File: src/tcb_defs.svh
// 32-bit bus word only; TCB_BUS_MAX must equal log2(TCB_BUS_BYT) and memory depth must fit the address

`ifndef TCB_DEFS_SVH
`define TCB_DEFS_SVH

//////////////////////////////////////////////////
// bus geometry
//////////////////////////////////////////////////

// byte address width
`define TCB_ADR_WIDTH 16
// bytes per bus word
`define TCB_BUS_BYT 4
// offset bits inside a word
`define TCB_BUS_MAX 2

//////////////////////////////////////////////////
// timing and memory size
//////////////////////////////////////////////////

// response delay after handshake, in cycles
`define TCB_HSK_DLY 1
// implemented words in the memory
`define TCB_MEM_DEPTH 256

`endif

File: src/tcb_pkg.sv
// bus types for a 4-lane bus; sizes above 4 bytes and endianness other than little/big are not defined
`default_nettype none

`include "tcb_defs.svh"

package tcb_pkg;

  //////////////////////////////////////////////////
  // data and lane types
  //////////////////////////////////////////////////

  // single byte
  typedef logic [7:0] tcb_byte_t;

  // bus word, byte index equals lane index
  typedef tcb_byte_t [`TCB_BUS_BYT-1:0] tcb_dat_t;

  // one enable per lane
  typedef logic [`TCB_BUS_BYT-1:0] tcb_ben_t;

  // log2 of transfer size
  typedef enum logic [1:0] {
    TCB_SIZ_1 = 2'd0,
    TCB_SIZ_2 = 2'd1,
    TCB_SIZ_4 = 2'd2
  } tcb_siz_t;

  // byte order inside an access
  typedef enum logic {
    TCB_LITTLE = 1'b0,
    TCB_BIG    = 1'b1
  } tcb_ndn_t;

  //////////////////////////////////////////////////
  // request and response
  //////////////////////////////////////////////////

  // siz filled by log-size manager, byt by the converter
  typedef struct packed {
    logic                      wen;
    logic [`TCB_ADR_WIDTH-1:0] adr;
    tcb_siz_t                  siz;
    tcb_ndn_t                  ndn;
    tcb_ben_t                  byt;
    tcb_dat_t                  wdt;
  } tcb_req_t;

  // read data plus error status
  typedef struct packed {
    tcb_dat_t rdt;
    logic     sts;
  } tcb_rsp_t;

endpackage

`default_nettype wire

File: src/tcb_if.sv
// fixed response delay of TCB_HSK_DLY cycles after handshake; the manager cannot stall a response
`timescale 1ns/10ps
`default_nettype none

`include "tcb_defs.svh"

interface tcb_if (
  // bus clock
  input logic clk,
  // synchronous reset, active low
  input logic rst_n
);

  import tcb_pkg::*;

  //////////////////////////////////////////////////
  // bus signals
  //////////////////////////////////////////////////

  // handshake
  logic     vld;
  logic     rdy;

  // payload
  tcb_req_t req;
  tcb_rsp_t rsp;

  // request history, index counts cycles since the handshake
  tcb_req_t req_dly [0:`TCB_HSK_DLY];

  //////////////////////////////////////////////////
  // delayed request line
  //////////////////////////////////////////////////

  // element 0 is the live request
  assign req_dly[0] = req;

  for (genvar i = 1; i <= `TCB_HSK_DLY; i++) begin : g_dly
    if (i == 1) begin : g_hsk
      // capture only accepted requests
      always_ff @(posedge clk) begin
        if (!rst_n) begin
          req_dly[i] <= '0;
        end else if (vld && rdy) begin
          req_dly[i] <= req_dly[i-1];
        end
      end
    end else begin : g_pipe
      // later stages follow the response pipeline
      always_ff @(posedge clk) begin
        if (!rst_n) begin
          req_dly[i] <= '0;
        end else begin
          req_dly[i] <= req_dly[i-1];
        end
      end
    end
  end

  // manager drives handshake and request
  modport man (
    input  clk, rst_n,
    output vld, req,
    input  rdy, rsp, req_dly
  );

  // subordinate answers
  modport sub (
    input  clk, rst_n,
    input  vld, req, req_dly,
    output rdy, rsp
  );

endinterface

`default_nettype wire

File: src/tcb_lib_logsize2byteena.sv
// unaligned mode only, lanes wrap inside one word and no access is split; little and big endian only
`timescale 1ns/10ps
`default_nettype none

`include "tcb_defs.svh"

module tcb_lib_logsize2byteena (
  // log-size manager connects here
  tcb_if.sub sub,
  // byte-enable subordinate connects here
  tcb_if.man man
);

  import tcb_pkg::*;

  // short aliases for lane count and offset width
  localparam int unsigned BYT = `TCB_BUS_BYT;
  localparam int unsigned MAX = `TCB_BUS_MAX;

  //////////////////////////////////////////////////
  // lane mapping
  //////////////////////////////////////////////////

  // big endian mapping is its own inverse
  // little endian needs a direction
  // fwd set gives lane of data byte idx, clear gives data byte of lane idx
  function automatic logic [MAX-1:0] lane_sel (
    input logic [MAX-1:0] idx,
    input logic [MAX-1:0] off,
    input logic [MAX-1:0] lst,
    input tcb_ndn_t       ndn,
    input logic           fwd
  );
    if (ndn == TCB_BIG) begin
      lane_sel = lst - idx + off;
    end else if (fwd) begin
      lane_sel = idx + off;
    end else begin
      lane_sel = idx - off;
    end
  endfunction

  //////////////////////////////////////////////////
  // local signals
  //////////////////////////////////////////////////

  // request side, live request
  logic [MAX-1:0] req_off;
  logic [MAX-1:0] req_lst;
  tcb_siz_t       req_siz;
  tcb_ndn_t       req_ndn;

  // response side, request of the transfer being answered
  logic [MAX-1:0] rsp_off;
  logic [MAX-1:0] rsp_lst;
  tcb_siz_t       rsp_siz;
  tcb_ndn_t       rsp_ndn;

  // converted payload
  tcb_ben_t       man_byt;
  tcb_dat_t       man_wdt;
  tcb_dat_t       sub_rdt;
  tcb_req_t       man_req;

  assign req_off = sub.req_dly[0].adr[MAX-1:0];
  assign req_siz = sub.req_dly[0].siz;
  assign req_ndn = sub.req_dly[0].ndn;

  assign rsp_off = sub.req_dly[`TCB_HSK_DLY].adr[MAX-1:0];
  assign rsp_siz = sub.req_dly[`TCB_HSK_DLY].siz;
  assign rsp_ndn = sub.req_dly[`TCB_HSK_DLY].ndn;

  // index of last byte in the access, wraps for oversize
  assign req_lst = MAX'((1 << req_siz) - 1);
  assign rsp_lst = MAX'((1 << rsp_siz) - 1);

  //////////////////////////////////////////////////
  // per-lane multiplexers
  //////////////////////////////////////////////////

  for (genvar i = 0; i < BYT; i++) begin : g_lane
    // data byte position of lane i, little endian view
    logic [MAX-1:0] ben_idx;
    // source byte for write lane i
    logic [MAX-1:0] wr_sel;
    // source lane for read byte i
    logic [MAX-1:0] rd_sel;

    assign ben_idx = MAX'(i) - req_off;

    // lane is live when its byte falls inside the size
    assign man_byt[i] = (int'(ben_idx) < (1 << req_siz));

    assign wr_sel = lane_sel(MAX'(i), req_off, req_lst, req_ndn, 1'b0);
    assign rd_sel = lane_sel(MAX'(i), rsp_off, rsp_lst, rsp_ndn, 1'b1);

    // rotate write data onto lanes
    assign man_wdt[i] = sub.req_dly[0].wdt[wr_sel];

    // rotate read data back to byte order
    assign sub_rdt[i] = man.rsp.rdt[rd_sel];
  end

  //////////////////////////////////////////////////
  // request
  //////////////////////////////////////////////////

  // handshake passes straight through
  assign man.vld = sub.vld;

  // wen, adr, siz and ndn unchanged
  always_comb begin
    man_req     = sub.req_dly[0];
    man_req.byt = man_byt;
    man_req.wdt = man_wdt;
  end

  assign man.req = man_req;

  //////////////////////////////////////////////////
  // response
  //////////////////////////////////////////////////

  // status is not touched
  assign sub.rsp = '{rdt: sub_rdt, sts: man.rsp.sts};

  // only stall comes from the subordinate
  assign sub.rdy = man.rdy;

endmodule

`default_nettype wire

File: src/flat_wrapper.sv
// flat-port wrapper written by rule: the top's interface ports become plain ports
module tcb_lib_logsize2byteena_flat import tcb_pkg::*;
  (clk, rst_n, sub_vld, sub_req, sub_rdy, sub_rsp, man_vld, man_req, man_rdy, man_rsp);
  tcb_if sub_i (.clk(clk), .rst_n(rst_n));
  tcb_if man_i (.clk(clk), .rst_n(rst_n));
  input wire logic clk;
  input wire logic rst_n;
  input wire logic [$bits(sub_i.vld)-1:0] sub_vld;
  input wire logic [$bits(sub_i.req)-1:0] sub_req;
  output wire logic [$bits(sub_i.rdy)-1:0] sub_rdy;
  output wire logic [$bits(sub_i.rsp)-1:0] sub_rsp;
  output wire logic [$bits(man_i.vld)-1:0] man_vld;
  output wire logic [$bits(man_i.req)-1:0] man_req;
  input wire logic [$bits(man_i.rdy)-1:0] man_rdy;
  input wire logic [$bits(man_i.rsp)-1:0] man_rsp;
  assign sub_i.vld = sub_vld;
  assign sub_i.req = sub_req;
  assign sub_rdy = sub_i.rdy;
  assign sub_rsp = sub_i.rsp;
  assign man_vld = man_i.vld;
  assign man_req = man_i.req;
  assign man_i.rdy = man_rdy;
  assign man_i.rsp = man_rsp;
  tcb_lib_logsize2byteena u_core (.sub(sub_i), .man(man_i));
endmodule
File: config.mk
export PLATFORM = sky130hd
export DESIGN_NAME = tcb_lib_logsize2byteena_flat
export DESIGN_NICKNAME = d
export VERILOG_FILES = /design/src/tcb_pkg.sv /design/src/tcb_if.sv /design/src/tcb_lib_logsize2byteena.sv /design/src/flat_wrapper.sv
export VERILOG_INCLUDE_DIRS = /design/src
export SDC_FILE = /design/constraint.sdc
export NUM_CORES = 1
export LEC_CHECK = 0
export BUFFER_PORTS_ARGS = -buffer_cell sky130_fd_sc_hd__buf_2
export CAP_MARGIN = 20
export CORE_MARGIN = 4
export CORE_UTILIZATION = 44
export CTS_BUF_LIST = sky130_fd_sc_hd__clkbuf_4 sky130_fd_sc_hd__clkbuf_8
export CTS_CLUSTER_SIZE = 20
export DETAILED_ROUTE_END_ITERATION = 16
export GPL_ROUTABILITY_DRIVEN = 1
export PLACE_DENSITY = 0.89
export SETUP_SLACK_MARGIN = 0.3
export SLEW_MARGIN = 20
export SYNTH_ARGS = -nofsm -noshare
export SYNTH_HDL_FRONTEND = slang
export SYNTH_SLANG_ARGS = --single-unit
File: constraint.sdc
create_clock -name clk -period 8 [get_ports clk]
set_input_delay 1.6 -clock clk [delete_from_list [all_inputs] [get_ports clk]]
set_output_delay 1.6 -clock clk [all_outputs]
set_load 0.005 [all_outputs]
==> qor.yml <==
synthesis:
  synth_area_um2: 2310
  synth-seq-cells: 5
  synthDistinctLibCells: 25
  syn_area_per_cell_um2: 11.8
  seq_area_frac_synth_pct: 4.34
  synthesis.instances: 195
  yosys_warnings: 0
  syn_nets: 298
critical_path:
  rr_worst_depth: 2
  cp-end-kind: "output pin"
  path_buf_inv: 2
  crit_path_frequent_cell: "buf_2"
  crit_type: "input pin to output pin"
  cp-start-kind: "input pin"
  cp.required_ns: 6.40
  crit_arrival_ns: 3.93
  slowest_delay_ns: 0.82
  crit_family: "compound AO/OA/AOI/OAI gates"
  crit_chain: "buf_2, nor2_1, ha_1, a21oi_4, mux4_1, buf_2"
  crit_cells: 6
  crit_slowest_cell: "a21oi_4"
  cp_max_fo: 32
pwr:
  p_leak_nw: 1.69
  finalPower_w: 0.000297
  ir_worst_vdd_mv: 0.102
  p_per_area_nw_per_um2: 99.9
worst_hold_path:
  hold_path_class: "flip-flop to flip-flop"
  holdPathStages: 2
layout:
  final_common_cell: "buf_2"
  antennaDiodeCount: 0
  top_register: "sub_i.req_dly"
  drive_above_1_share_pct: 54.0
  largest_reg_flops: 5
  fillers: 437
  top_regs: "sub_i.req_dly: 5 flops"
  final_cell_mix: "147 x buf_2, 64 x mux2i_1, 24 x mux4_1"
  nNetsFinal: 417
  area_delta_synth_final_pct: 29.1
  stdcell_count: 383
clock_network:
  cts_made_buffers: 3
  cts_tree: "done"
  cts_sinks: 5
  h-tree-depth: 1
  cts_hold_buf: 0
  post-cts-setup-buffers: 0
  cts_root_buffer: "clkbuf_8"
  post_cts_resized: 0
  insertion_delay_ns: 0.22
  cts_buffer_depth: 2
  clk_pin_slew_ns: 0.03
timing:
  final_hold_viol_count: 0
  max_freq_mhz: 181
  skew_ns: 0
  finalCriticalPeriod_ns: 5.53
  relSlewSlack_pct: 30.9
  worst_slew_pin_slew_ns: 1.03
  final_max_slew_viol_count: 0
  finalSetupTns_ns: 0
  rsz0062_at_grt: "no"
  min_period_over_period_pct: 69.1
  setup_viol: 0
route:
  drc_errors: 0
  dr_wl_met3_um: 447
  vias: 2143
  drtAntennaViolNets: 0
  drtPass1Iterations: 4
  dr_wl_met2_um: 3430
  drt_iter0_drc: 41
  routed.top_layer: "met3"
  wirelength_um: 6180
  met1Wirelength_um: 2310
  routedWlPerCell_um: 16.1
  vias_per_cell: 5.60
floorplanning:
  die_area_um2: 6460
  fp-row-count: 26
  die_h_um: 80.4
  ios: 184
  core_um2: 5110
  die_x_um: 80.4
  initial_core_util_pct: 45.1
placement:
  place.gp.congestion: 0.711
  dp_hpwl_um: 5020
  portBuffers: 147
  dp_cells: 379
global_route:
  grt_antenna_before_repair: 0
  grt_pass1_wl_um: 9150
  first_global_vias: 2078
  grt_overflow: 0
  grt_max_degree: 33
  grt_use_total_pct: 17.1
status:
  status: "finished clean"
run:
  cap_violations: 0
-- routing by layer --
| layer | vias up | track usage, % |
|---|---|---|
| met4 | 0 | 0.507 |
| met5 | - | 0 |
| met1 | 1043 | 18.5 |
| met2 | 105 | 35.8 |
| met3 | 0 | 2.80 |
| li1 | 995 | - |
-- worst paths after layout --
path                           from                end  slack [ns]
hold / removal    sub_i.req_dly[37]  sub_i.req_dly[37]        0.47
setup / recovery        sub_req[38]         man_req[4]        2.47
setup reg to reg  sub_i.req_dly[40]  sub_i.req_dly[40]        7.13
hold reg to reg   sub_i.req_dly[37]  sub_i.req_dly[37]        0.47
-- cell type report --
| cell class | count | area [um^2] | area share [%] |
|---|---|---|---|
| multi-input cells | 151 | 1980 | 66.6 |
| flip-flops and latches | 5 | 100 | 3.36 |
| inverters | 6 | 22.5 | 0.757 |
| well taps | 70 | 87.6 | 2.94 |
| clock buffers | 4 | 48.8 | 1.64 |
| repair buffers | 147 | 736 | 24.7 |
-- cells by family (layout without fill, tap and decap cells) --
| family | count (synthesis) | after routing | synth area share [%] |
|---|---|---|---|
| mux | 96 | 96 | 62.9 |
| buf+inv | 39 | 157 | 12.0 |
| simple gates | 22 | 22 | 4.61 |
| compound gates | 14 | 14 | 4.99 |
| fa+ha+maj | 10 | 10 | 5.43 |
| xor+xnor | 9 | 9 | 5.70 |
| flops | 5 | 5 | 4.34 |
-- worst register-to-register path, cell delays in order (launching register included) --
cell	delay [ns]
dfxtp_1	0.54
nand2_1	0.09
a21boi_0	0.16
-- synth_stat cells (all sizes together) --
| library cell | number | area share (%) |
|---|---|---|
| a21boi | 5 | 1.6 |
| a21oi | 5 | 2.1 |
| buf | 32 | 10 |
| clkbuf | 1 | 0.60 |
| dfxtp | 5 | 4.3 |
| ha | 10 | 5.4 |
| inv | 6 | 0.98 |
| mux2i | 64 | 28 |
| mux4 | 32 | 35 |
| nand2 | 8 | 1.3 |
| nand2b | 1 | 0.27 |
| nand3 | 5 | 1.1 |
| nor2 | 2 | 0.33 |
| nor2b | 5 | 1.4 |
| o21bai | 4 | 1.3 |
| or2 | 1 | 0.27 |
| xnor2 | 3 | 3.1 |
| xor2 | 6 | 2.6 |
-- power by group --
part / internal, W / switching [W]
combinational: 0.000120 / 0.0000993
sequential: 0.0000262 / 0.00000187
clock: 0.0000376 / 0.0000125
-- through the flow --
step                hold slack [ns]  setup slack, ns  instance area, um^2  utilization [%]
global placement              0.453             2.55                 2890             56.6
finish                        0.474             2.47                 2980             58.3
floorplan                     0.439             2.99                 2310                -
global route                  0.515             2.31                 2980             58.3
CTS                           0.481             2.46                 2940             57.5
detailed placement            0.460             2.47                 2890             56.6
(Power assumes the default switching activity.)
